**src/common/sa_geom_pkg.sv**
```systemverilog
package sa_geom_pkg;

    // array size.
    localparam int HEIGHT = 4;
    localparam int WIDTH  = 4;

    // operand and accumulator widths.
    localparam int IWIDTH = 8;
    localparam int OWIDTH = 24;

    typedef logic signed [IWIDTH-1:0] data_t;
    typedef logic signed [OWIDTH-1:0] acc_t;

    // one beat travelling along a row lane.
    // en qualifies the beat, clr marks the first beat of a job,
    // done marks the last one.
    typedef struct packed {
        logic  en;
        logic  clr;
        logic  done;
        data_t ifm;
    } row_beat_t;

endpackage
```
**src/common/sa_ctrl_pkg.sv**
```systemverilog
package sa_ctrl_pkg;

    // beat entering skew stage -> its load in the far corner PE.
    localparam int FILL_LAT  = sa_geom_pkg::HEIGHT + sa_geom_pkg::WIDTH - 1;

    // one output row per cycle.
    localparam int DRAIN_LEN = sa_geom_pkg::HEIGHT;

    // shortest spacing between two job ends, in beats.
    // the next done must not reach PE(0,0) before the previous drain is over,
    // which also keeps two drains apart.
    localparam int MIN_K     = FILL_LAT + DRAIN_LEN;

    typedef logic [$clog2(DRAIN_LEN)-1:0] drain_cnt_t;

    typedef enum logic {
        ST_IDLE,
        ST_DRAIN
    } drain_state_t;

endpackage

```
**src/hdl/sa_top.sv**
```systemverilog
`timescale 1ns/100ps

module sa_top (
    input  logic               clk,
    input  logic               reset_i,

    // host side, one beat per valid cycle.
    input  logic               in_valid_i,
    input  logic               in_last_i,
    input  sa_geom_pkg::data_t a_col_i [sa_geom_pkg::HEIGHT],
    input  sa_geom_pkg::data_t b_row_i [sa_geom_pkg::WIDTH],

    // result rows, row 0 first.
    output sa_geom_pkg::acc_t  c_row_o [sa_geom_pkg::WIDTH],
    output logic               c_valid_o
);

    import sa_geom_pkg::*;

    logic      seq_en;
    logic      seq_clr;
    logic      seq_done;
    logic      drain;

    row_beat_t row_lane [HEIGHT];
    row_beat_t row_skew [HEIGHT];
    data_t     wght_skew [WIDTH];

    sa_sequencer u_seq (
        .clk        (clk),
        .reset_i    (reset_i),
        .in_valid_i (in_valid_i),
        .in_last_i  (in_last_i),
        .en_o       (seq_en),
        .clr_o      (seq_clr),
        .done_o     (seq_done),
        .drain_o    (drain)
    );

    // same strobes on every row, each with its own A element.
    for (genvar h = 0; h < HEIGHT; h++) begin : g_pack
        assign row_lane[h] = '{en: seq_en, clr: seq_clr, done: seq_done, ifm: a_col_i[h]};
    end

    skew_buffer #(
        .payload_t (row_beat_t),
        .LANES     (HEIGHT)
    ) u_ifm_skew (
        .clk     (clk),
        .reset_i (reset_i),
        .lane_i  (row_lane),
        .lane_o  (row_skew)
    );

    skew_buffer #(
        .payload_t (data_t),
        .LANES     (WIDTH)
    ) u_wght_skew (
        .clk     (clk),
        .reset_i (reset_i),
        .lane_i  (b_row_i),
        .lane_o  (wght_skew)
    );

    sa_array u_array (
        .clk     (clk),
        .reset_i (reset_i),
        .row_i   (row_skew),
        .wght_i  (wght_skew),
        .drain_i (drain),
        .ofm_o   (c_row_o)
    );

    // row 0 holds a valid result row for the whole drain window.
    assign c_valid_o = drain;

endmodule

```
**src/hdl/sa_sequencer.sv**
```systemverilog
`timescale 1ns/100ps

module sa_sequencer (
    input  logic clk,
    input  logic reset_i,

    // host levels.
    input  logic in_valid_i,
    input  logic in_last_i,

    // row strobes, same cycle as the beat.
    output logic en_o,
    output logic clr_o,
    output logic done_o,

    // shared shift enable for the result registers.
    output logic drain_o
);

    import sa_ctrl_pkg::*;

    logic                first_q;
    logic [FILL_LAT-1:0] last_dly_q;
    drain_state_t        state_q;
    drain_cnt_t          cnt_q;

    // set until the first beat of a job is seen.
    always_ff @(posedge clk) begin
        if (reset_i) begin
            first_q <= 1'b1;
        end else if (in_valid_i) begin
            first_q <= in_last_i; // re-arm after the last beat.
        end
    end

    assign en_o   = in_valid_i;
    assign clr_o  = in_valid_i & first_q;
    assign done_o = in_last_i;

    // job end travels until the far corner PE has loaded.
    always_ff @(posedge clk) begin
        if (reset_i) begin
            last_dly_q <= '0;
        end else begin
            last_dly_q <= {last_dly_q[FILL_LAT-2:0], in_last_i};
        end
    end

    // drain window, one result row per cycle.
    always_ff @(posedge clk) begin
        if (reset_i) begin
            state_q <= ST_IDLE;
            cnt_q   <= '0;
        end else begin
            case (state_q)
                ST_IDLE: begin
                    if (last_dly_q[FILL_LAT-1]) begin
                        state_q <= ST_DRAIN;
                        cnt_q   <= drain_cnt_t'(DRAIN_LEN - 1);
                    end
                end
                ST_DRAIN: begin
                    if (cnt_q == '0) begin
                        state_q <= ST_IDLE;
                    end else begin
                        cnt_q <= cnt_q - 1'b1;
                    end
                end
                default: begin
                    state_q <= ST_IDLE;
                end
            endcase
        end
    end

    assign drain_o = (state_q == ST_DRAIN);

endmodule

```
**src/hdl/skew_buffer.sv**
```systemverilog
`timescale 1ns/100ps

module skew_buffer #(
    parameter type payload_t = sa_geom_pkg::data_t,
    parameter int  LANES     = sa_geom_pkg::WIDTH
) (
    input  logic     clk,
    input  logic     reset_i,
    input  payload_t lane_i [LANES],
    output payload_t lane_o [LANES]
);

    // lane i is i+1 stages deep.
    for (genvar i = 0; i < LANES; i++) begin : g_lane
        payload_t chain_q [i+1];

        always_ff @(posedge clk) begin
            if (reset_i) begin
                for (int s = 0; s <= i; s++) begin
                    chain_q[s] <= '0; // no stale strobe after reset.
                end
            end else begin
                chain_q[0] <= lane_i[i];
                for (int s = 1; s <= i; s++) begin
                    chain_q[s] <= chain_q[s-1];
                end
            end
        end

        assign lane_o[i] = chain_q[i];
    end

endmodule

```
**src/array/sa_array.sv**
```systemverilog
`timescale 1ns/100ps

module sa_array (
    input  logic                   clk,
    input  logic                   reset_i,

    // one lane per row, entering at column 0.
    input  sa_geom_pkg::row_beat_t row_i [sa_geom_pkg::HEIGHT],

    // one lane per column, entering at row 0.
    input  sa_geom_pkg::data_t     wght_i [sa_geom_pkg::WIDTH],

    input  logic                   drain_i,

    // row 0 result registers.
    output sa_geom_pkg::acc_t      ofm_o [sa_geom_pkg::WIDTH]
);

    import sa_geom_pkg::*;

    // row_x[h][w] feeds PE(h,w); the extra slot is the open row end.
    row_beat_t row_x  [HEIGHT][WIDTH+1];

    // wght_x[w][h] feeds PE(h,w) from above.
    data_t     wght_x [WIDTH][HEIGHT+1];

    // ofm_x[w][h] is the result register of PE(h,w).
    // slot HEIGHT is the zero fed into the bottom row.
    acc_t      ofm_x  [WIDTH][HEIGHT+1];

    // left edge.
    for (genvar h = 0; h < HEIGHT; h++) begin : g_row_edge
        assign row_x[h][0] = row_i[h];
    end

    // top and bottom edges.
    for (genvar w = 0; w < WIDTH; w++) begin : g_col_edge
        assign wght_x[w][0]     = wght_i[w];
        assign ofm_x[w][HEIGHT] = '0;
        assign ofm_o[w]         = ofm_x[w][0];
    end

    for (genvar h = 0; h < HEIGHT; h++) begin : g_row
        for (genvar w = 0; w < WIDTH; w++) begin : g_col
            sa_pe u_pe (
                .clk     (clk),
                .reset_i (reset_i),

                .row_i   (row_x[h][w]),
                .row_o   (row_x[h][w+1]),

                .wght_i  (wght_x[w][h]),
                .wght_o  (wght_x[w][h+1]),

                .drain_i (drain_i),
                .ofm_i   (ofm_x[w][h+1]),
                .ofm_o   (ofm_x[w][h])
            );
        end
    end

endmodule

```
**src/pe/sa_pe.sv**
```systemverilog
`timescale 1ns/100ps

module sa_pe (
    input  logic                   clk,
    input  logic                   reset_i,

    // feature lane, left to right.
    input  sa_geom_pkg::row_beat_t row_i,
    output sa_geom_pkg::row_beat_t row_o,

    // weight lane, top to bottom.
    input  sa_geom_pkg::data_t     wght_i,
    output sa_geom_pkg::data_t     wght_o,

    // output shift path, bottom to top.
    input  logic                   drain_i,
    input  sa_geom_pkg::acc_t      ofm_i,
    output sa_geom_pkg::acc_t      ofm_o
);

    import sa_geom_pkg::*;

    row_beat_t row_q;
    data_t     wght_q;
    acc_t      acc_q;
    acc_t      ofm_q;
    acc_t      prod;
    acc_t      sum;

    // both operands sign extended before the multiply.
    assign prod = acc_t'(row_i.ifm) * acc_t'(wght_i);

    // first beat of a job starts over.
    assign sum = row_i.clr ? prod : acc_q + prod;

    // forward paths, one hop per cycle.
    always_ff @(posedge clk) begin
        if (reset_i) begin
            row_q <= '0;
        end else begin
            row_q <= row_i;
        end
    end

    always_ff @(posedge clk) begin
        wght_q <= wght_i;
    end

    // running sum.
    always_ff @(posedge clk) begin
        if (row_i.en) begin
            acc_q <= sum;
        end
    end

    // result register, independent of the accumulator so the
    // next job can run while this one is shifted out.
    always_ff @(posedge clk) begin
        if (reset_i) begin
            ofm_q <= '0;
        end else if (row_i.done) begin
            ofm_q <= sum; // includes the last product.
        end else if (drain_i) begin
            ofm_q <= ofm_i;
        end
    end

    assign row_o  = row_q;
    assign wght_o = wght_q;
    assign ofm_o  = ofm_q;

endmodule

```
**config.mk**
```make
export PLATFORM = sky130hd
export DESIGN_NAME = sa_top
export DESIGN_NICKNAME = d
export VERILOG_FILES = /design/src/common/sa_geom_pkg.sv /design/src/common/sa_ctrl_pkg.sv /design/src/hdl/sa_top.sv /design/src/hdl/sa_sequencer.sv /design/src/hdl/skew_buffer.sv /design/src/array/sa_array.sv /design/src/pe/sa_pe.sv
export SDC_FILE = /design/constraint.sdc
export NUM_CORES = 2
export LEC_CHECK = 0
export BUFFER_PORTS_ARGS = -buffer_cell sky130_fd_sc_hd__buf_2
export CORE_MARGIN = 1.5
export CORE_UTILIZATION = 40
export CTS_CLUSTER_SIZE = 40
export DETAILED_ROUTE_END_ITERATION = 10
export HOLD_SLACK_MARGIN = 0.1
export PLACE_DENSITY = 0.62
export SLEW_MARGIN = 20
export SYNTH_ARGS = -nofsm -noshare
export SYNTH_HDL_FRONTEND = slang
export SYNTH_HIERARCHICAL = 1
export SYNTH_SLANG_ARGS = --single-unit
```
**constraint.sdc**
```tcl
create_clock -name clk -period 7.87 [get_ports clk]
set_input_delay 0.3935 -clock clk [delete_from_list [all_inputs] [get_ports clk]]
set_output_delay 0.3935 -clock clk [all_outputs]
set_load 0.03 [all_outputs]
```
-- Word level (Yosys, flattened, before mapping)
Memories as Yosys holds them, arrays and structs flattened.
Cells that the tools add are included.
- add/subtract/negate cells: 17
- $mul: 16
- eq/ne operators: 2
- muxes and demuxes: 76
- bitwise operators: 20
- reductions and logical operators: 20
- operators by type and width (cell ; number):
    two-way mux 24 bit ; 45
    adder 24 bit ; 16
    multiplier 8 x 8 -> 16 bit ; 16
    two-way mux 11 bit ; 10
    two-way mux 8 bit ; 10
    nonzero test 2 bit ; 16
    bitwise OR 1 bit ; 18
    OR reduction 11 bit ; 1
    OR reduction 8 bit ; 1
    two-way mux 1 bit ; 7
    two-way mux 2 bit ; 2
    one-hot mux 2 bit (2 select lines) ; 1
    zero test 2 bit ; 1
    != test 2 x 1 -> 1 bit, second input constant ; 1
    != test 2 bit, second input constant ; 1
    one-hot mux 1 bit (2 select lines) ; 1
    AND reduction 2 bit ; 1
    subtractor 2 x 1 -> 2 bit, second input constant ; 1
    bitwise AND 1 bit ; 1
    inverter 1 bit ; 1
- bits in registers: 1007
- memory bits (writable): 190
- input bits: 68
- output and inout port bits: 97
- logic and storage cells: 255
- memories: 8
- memories (name ; words ; width ; read ports ; clocked after Yosys merged registers in ; write ports ; line ; text):
    u_ifm_skew.g_lane[3].chain_q ; 4 ; 11 ; 4 ; 0 ; 4 ; skew_buffer.sv:15 ; payload_t chain_q [i+1];
    u_ifm_skew.g_lane[2].chain_q ; 3 ; 11 ; 3 ; 0 ; 3 ; skew_buffer.sv:15 ;
    u_wght_skew.g_lane[3].chain_q ; 4 ; 8 ; 4 ; 0 ; 4 ; skew_buffer.sv:15 ;
    u_wght_skew.g_lane[2].chain_q ; 3 ; 8 ; 3 ; 0 ; 3 ; skew_buffer.sv:15 ;
    u_ifm_skew.g_lane[1].chain_q ; 2 ; 11 ; 2 ; 0 ; 2 ; skew_buffer.sv:15 ;
    u_wght_skew.g_lane[1].chain_q ; 2 ; 8 ; 2 ; 0 ; 2 ; skew_buffer.sv:15 ;
    +2 memories ; - ; - ; - ; - ; - ; - ;

-- Depth between registers and ports, before layout
An unclocked memory read counts as a cell.
- word-level depth: 5
- mapped depth: 27
- depth with buffers taken out: 26

-- Cells and area by module
Netlist, hierarchy kept.
- by module, submodules not included (module ; times used ; cells each ; area an instance (µm²) ; seq. area each (µm²)):
    sa_pe at u_array.g_row[0].g_col[0].u_pe ... ; 5 ; 698 ; 6468.7 ; 1581.5
    sa_pe at u_array.g_row[1].g_col[2].u_pe ... ; 4 ; 685 ; 6388.6 ; 1581.5
    sa_pe at u_array.g_row[2].g_col[3].u_pe ... ; 4 ; 688 ; 6344.8 ; 1581.5
    sa_pe at u_array.g_row[3].g_col[3].u_pe ; 1 ; 682 ; 6302.3 ; 1581.5
    sa_pe at u_array.g_row[2].g_col[2].u_pe ; 1 ; 652 ; 6193.4 ; 1581.5
    sa_pe at u_array.g_row[1].g_col[1].u_pe ; 1 ; 657 ; 6189.7 ; 1581.5
    skew_buffer at u_ifm_skew ; 1 ; 254 ; 3184.3 ; 2202.1
    skew_buffer at u_wght_skew ; 1 ; 184 ; 2262.2 ; 1601.5
    sa_sequencer ; 1 ; 34 ; 382.9 ; 220.2
    sa_array ; 1 ; 1 ; 3.8 ; 0.0

-- Least setup slack after synthesis
No wires, ideal clock.
- path kind: register -> register
- start point: register u_array.g_row[2].g_col[1].u_pe.row_q (netlist bit u_array/g_row[2].g_col[1].u_pe/row_o[7])
- end point: register u_array.g_row[2].g_col[2].u_pe.acc_q[23] (data pin)
- setup time: 0.291 ns
- data arrival time: 6.319 ns
- data required time: 7.579 ns
- slack: 1.259 ns
- cell stages (with the launch flop): 28
- buffers on the path: 2
- period minus slack after synthesis: 6.611 ns
- cell sequence: dfxtp_1 -> clkbuf_1 -> and2_1 -> fa_1 -> inv_1 -> fa_1 -> inv_1 -> fa_1 -> inv_1 -> fa_1 -> inv_1 -> ha_1 -> o21ai_0 -> o21ai_0 -> nand4_1 -> a21boi_0 -> o41ai_1 -> xnor2_1 -> ha_1 -> clkbuf_1 -> nand2_1 -> nand2_1 -> a21o_1 -> a21oi_1 -> o21ai_0 -> or4b_4 -> and2_4 -> xnor2_1
- cells in the longest elaborated chain, start to end: 3
- ends and longest elaborated chain (item ; line ; text):
    start, declared ; sa_pe.sv:23 ; row_beat_t row_q;
    start signal, assigned ; sa_pe.sv:41 ; row_q <= row_i;
    multiplier 8 x 8 -> 16 bit (*) ; sa_pe.sv:31 ; assign prod = acc_t'(row_i.ifm) * acc_t'(wght_i);
    adder 24 bit ; sa_pe.sv:34 ; assign sum = row_i.clr ? prod : acc_q + prod;
    two-way mux 24 bit (*) ; sa_pe.sv:34 ;
    named net u_array.g_row[2].g_col[2].u_pe.sum[23] ; sa_pe.sv:28 ; acc_t sum;
    end signal, assigned ; sa_pe.sv:52 ; acc_q <= sum;
    end, declared ; sa_pe.sv:25 ; acc_t acc_q;
The timed path passes the listed nets; every way through them passes the cells marked *.
A chain may end at the register's enable or synchronous reset.

-- Final worst setup path
- start point: register u_array.g_row[2].g_col[1].u_pe.wght_q[2]
- end point: register u_array.g_row[3].g_col[1].u_pe.acc_q[21] (data pin)
- cells in the longest elaborated chain, start to end: 3
- ends and longest elaborated chain (item ; line ; text):
    start, declared ; sa_pe.sv:24 ; data_t wght_q;
    start signal, assigned ; sa_pe.sv:46 ; wght_q <= wght_i;
    multiplier 8 x 8 -> 16 bit (*) ; sa_pe.sv:31 ;
    adder 24 bit ; sa_pe.sv:34 ;
    two-way mux 24 bit (*) ; sa_pe.sv:34 ;
    named net u_array.g_row[3].g_col[1].u_pe.sum[21] ; sa_pe.sv:28 ;
    end signal, assigned ; sa_pe.sv:52 ;
    end, declared ; sa_pe.sv:25 ;
Marks and branches as above.

==> flow_metrics.py <==
metrics = {
    "setup_path": {
        "end_kind": "flip-flop",
        "start_kind": "flip-flop",
        "required_ps": 8430,
        "crit_slowest_cell": "a2111oi_0",
        "rr_endpoint": "u_array/g_row[3].g_col[1].u_pe/acc_q[21]",
        "rr_startpoint": "u_array/g_row[2].g_col[1].u_pe/wght_o[2]",
        "r2r_cells": 21,
        "critPathMaxFanout": 8,
        "criticalPathCategory": "reg2reg",
        "cp.arrival_ps": 7620,
        "worstPathCellList": "nand2_1 -> fa_1 -> inv_1 -> fa_1 -> fa_1 -> inv_1 -> fa_1 -> inv_1 -> ha_1 -> o21ai_0 -> inv_1 -> a2111oi_0 -> o31ai_1 -> xor2_1 -> ha_1 -> a21oi_1 -> o221ai_1 -> a21o_1 -> a221oi_1 -> mux2i_1 -> nand2_1",
        "slowest_delay_ps": 630,
        "reg2reg_slack_ps": 820,
    },
    "sta": {
        "max-slew-margin-rel": 0.301,
        "slew_viol_final": 0,
        "clock_skew_ps": 59.6,
        "period_share": 0.896,
        "fin_tns_setup_ps": 0,
        "min_period_ps": 7050,
        "setup-violations-final": 0,
        "worst_pin_slew_ps": 1050,
        "hold_viol": 0,
        "rsz0062_at_grt": "no",
        "hold_ws_ps": 284,
        "fmax_mhz": 142,
    },
    "hold_path": {
        "hp-start": "a_col_i[11]",
        "hold_depth": 3,
        "hold_class": "in2reg",
        "min_to": "u_ifm_skew/g_lane[2].chain_q[0][3]",
    },
    "global_route": {
        "overflow": 0,
        "antenna_found_initial": 6,
        "grt_pass1_wl_um": 433000,
        "grt_usage": 0.197,
        "grt_pass1_vias": 80800,
        "grt_max_degree": 162,
    },
    "clock_network": {
        "numCtsBuffers": 151,
        "cts_resized": 0,
        "holdBufCountCts": 76,
        "cts_root_buf": "clkbuf_16",
        "ctsHtreeMaxLevel": 4,
        "clock_latency_ps": 850,
        "max-clock-path-buffers": 4,
        "cts_num_sinks": 1197,
        "cts_tree": "yes",
        "path_clk_slew_ps": 60,
        "cts_setup_buffers": 0,
    },
    "floorplan": {
        "core_region_area_mm2": 0.263,
        "die_w_um": 518,
        "core.rowCount": 188,
        "die_height_um": 518,
        "start_util": 0.403,
        "ios": 165,
        "dieArea_mm2": 0.268,
    },
    "route": {
        "wire_per_inst_um": 17.8,
        "drt-total-wl_um": 269000,
        "drcViolationCount": 0,
        "postRouteAntennaNets": 0,
        "drt_pre_antenna_iters": 6,
        "drtIter0Drc": 3967,
        "vias": 79200,
        "viasPerCell": 5.23,
    },
    "final_layout": {
        "stdcell_count": 15100,
        "area_delta_synth_final_pct": 9.55,
        "drive_gt1_frac": 0.0742,
        "fin_area_mm2": 0.116,
        "nets": 13300,
    },
    "placed_design": {
        "dp_hpwl_um": 209000,
        "post-place-cells": 14800,
        "io_buffers": 164,
        "place_congestion": 0.897,
        "dpl_cell_area_mm2": 0.110,
    },
    "synth": {
        "avgSynthCellArea_um2": 9.36,
        "netlist_instances": 11300,
        "yosysWarningCount": 6,
        "syn-cell-area_mm2": 0.106,
    },
    "power_and_ir_drop": {
        "ir_drop_mv": 0.223,
        "comb_power_share": 0.216,
        "powerDensity_mw_per_mm2": 153,
        "swShare": 0.304,
        "power_leakage_nw": 52.4,
        "power_frac_seq": 0.388,
        "p_sw_mw": 5.40,
        "p_int_mw": 12.4,
        "clkPwrFrac": 0.397,
        "p_total_mw": 17.7,
    },
    "run_status": {
        "status": "complete, no violations",
    },
    "run": {
        "drv_cap": 0,
    },
}
[registers in the layout, summed over array words and instances (netlist names), 2 cells and up]
register and flops:
u_seq/cnt_q 2, u_array/g_row.g_col.u_pe/ofm_o 384, u_array/g_row.g_col.u_pe/acc_q 384, u_ifm_skew/g_lane.chain_q 110
u_array/g_row.g_col.u_pe/wght_o 96, u_seq/last_dly_q 7, u_array/g_row.g_col.u_pe/row_o 132, u_wght_skew/g_lane.chain_q 80
[routing by layer]
layer / GRT usage / vias to the layer above / routed length (µm)
met5: 0 / - / 12
li1: - / 38500 / -
met2: 0.347 / 1462 / 132000
met3: 0.0231 / 389 / 9760
met4: 0.0649 / 2 / 8870
met1: 0.249 / 38800 / 118000
[placed cells by master, fill, tap and decap left out, types with 67 or more instances in the layout]
cell type / instances
inv_1: 1519
fa_1: 896
ha_1: 865
nand2_1: 827
dfxtp_1: 810
and2_1: 725
a21oi_1: 677
nor2_1: 577
nor2b_1: 480
o21ai_0: 389
edfxtp_1: 384
mux2i_1: 376
xnor2_1: 345
a21o_1: 184
buf_2: 163
clkbuf_16: 162
o21a_1: 160
mux2_2: 138
xor2_1: 125
a211oi_1: 123
nand3_1: 113
conb_1: 96
nor3_1: 95
a31oi_1: 83
dlygate4sd3_1: 76
a221oi_1: 71
nand4_1: 69
buf_4: 67
[through the flow]
step | utilization | setup slack, ps
5_1_grt | 0.442 | 313
3_3_place_gp | 0.420 | 970
3_5_place_dp | 0.420 | 831
2_1_floorplan | - | 1260
6_report | 0.442 | 817
4_1_cts | 0.442 | 832
[how the worst max path moves through the flow]
stage / from / end / slack (ps) / depth (start not counted)
after CTS: u_array/g_row[2].g_col[1].u_pe/wght_o[2] / u_array/g_row[3].g_col[1].u_pe/acc_q[21] / 830 / 21
final: u_array/g_row[2].g_col[1].u_pe/wght_o[2] / u_array/g_row[3].g_col[1].u_pe/acc_q[21] / 820 / 21
after floorplan: u_array/g_row[2].g_col[1].u_pe/row_o[7] / u_array/g_row[2].g_col[2].u_pe/acc_q[23] / 1260 / 27
after global routing: u_array/g_row[2].g_col[1].u_pe/wght_o[3] / u_array/g_row[3].g_col[1].u_pe/acc_q[21] / 310 / 21
after detailed placement: u_array/g_row[2].g_col[1].u_pe/wght_o[2] / u_array/g_row[3].g_col[1].u_pe/acc_q[21] / 830 / 21
after global placement: u_array/g_row[2].g_col[1].u_pe/wght_o[2] / u_array/g_row[3].g_col[1].u_pe/acc_q[21] / 970 / 21
[power groups by stage]
stage,combinational (mW),sequential [mW],clock (mW)
3_3_place_gp,3.68,7.01,0
5_1_grt,4.25,6.90,7.49
4_1_cts,3.81,6.88,7.26
2_1_floorplan,2.87,6.96,0
3_5_place_dp,3.75,7.01,0
6_report,3.83,6.88,7.05
[worst max-delay path: cells and delay by family, from the launching register on]
family / cells / cell delay (ps)
fa+ha+maj: 6 / 2720
flops: 1 / 570
compound gates: 7 / 2320
xor+xnor: 1 / 400
mux: 1 / 310
buf+inv: 4 / 240
simple gates: 2 / 230
[cell type report]
class | instances | area [µm²]
sequential | 1197 | 27800
inverter | 1524 | 5720
tap | 3515 | 4400
timing repair buffer | 312 | 2190
clock buffer | 210 | 4420
clock inverter | 59 | 539
multi-input combinational | 8310 | 71000
antenna | 6 | 15.0
fill | 25500 | 147000
Power figures use the tool's default switching activity.
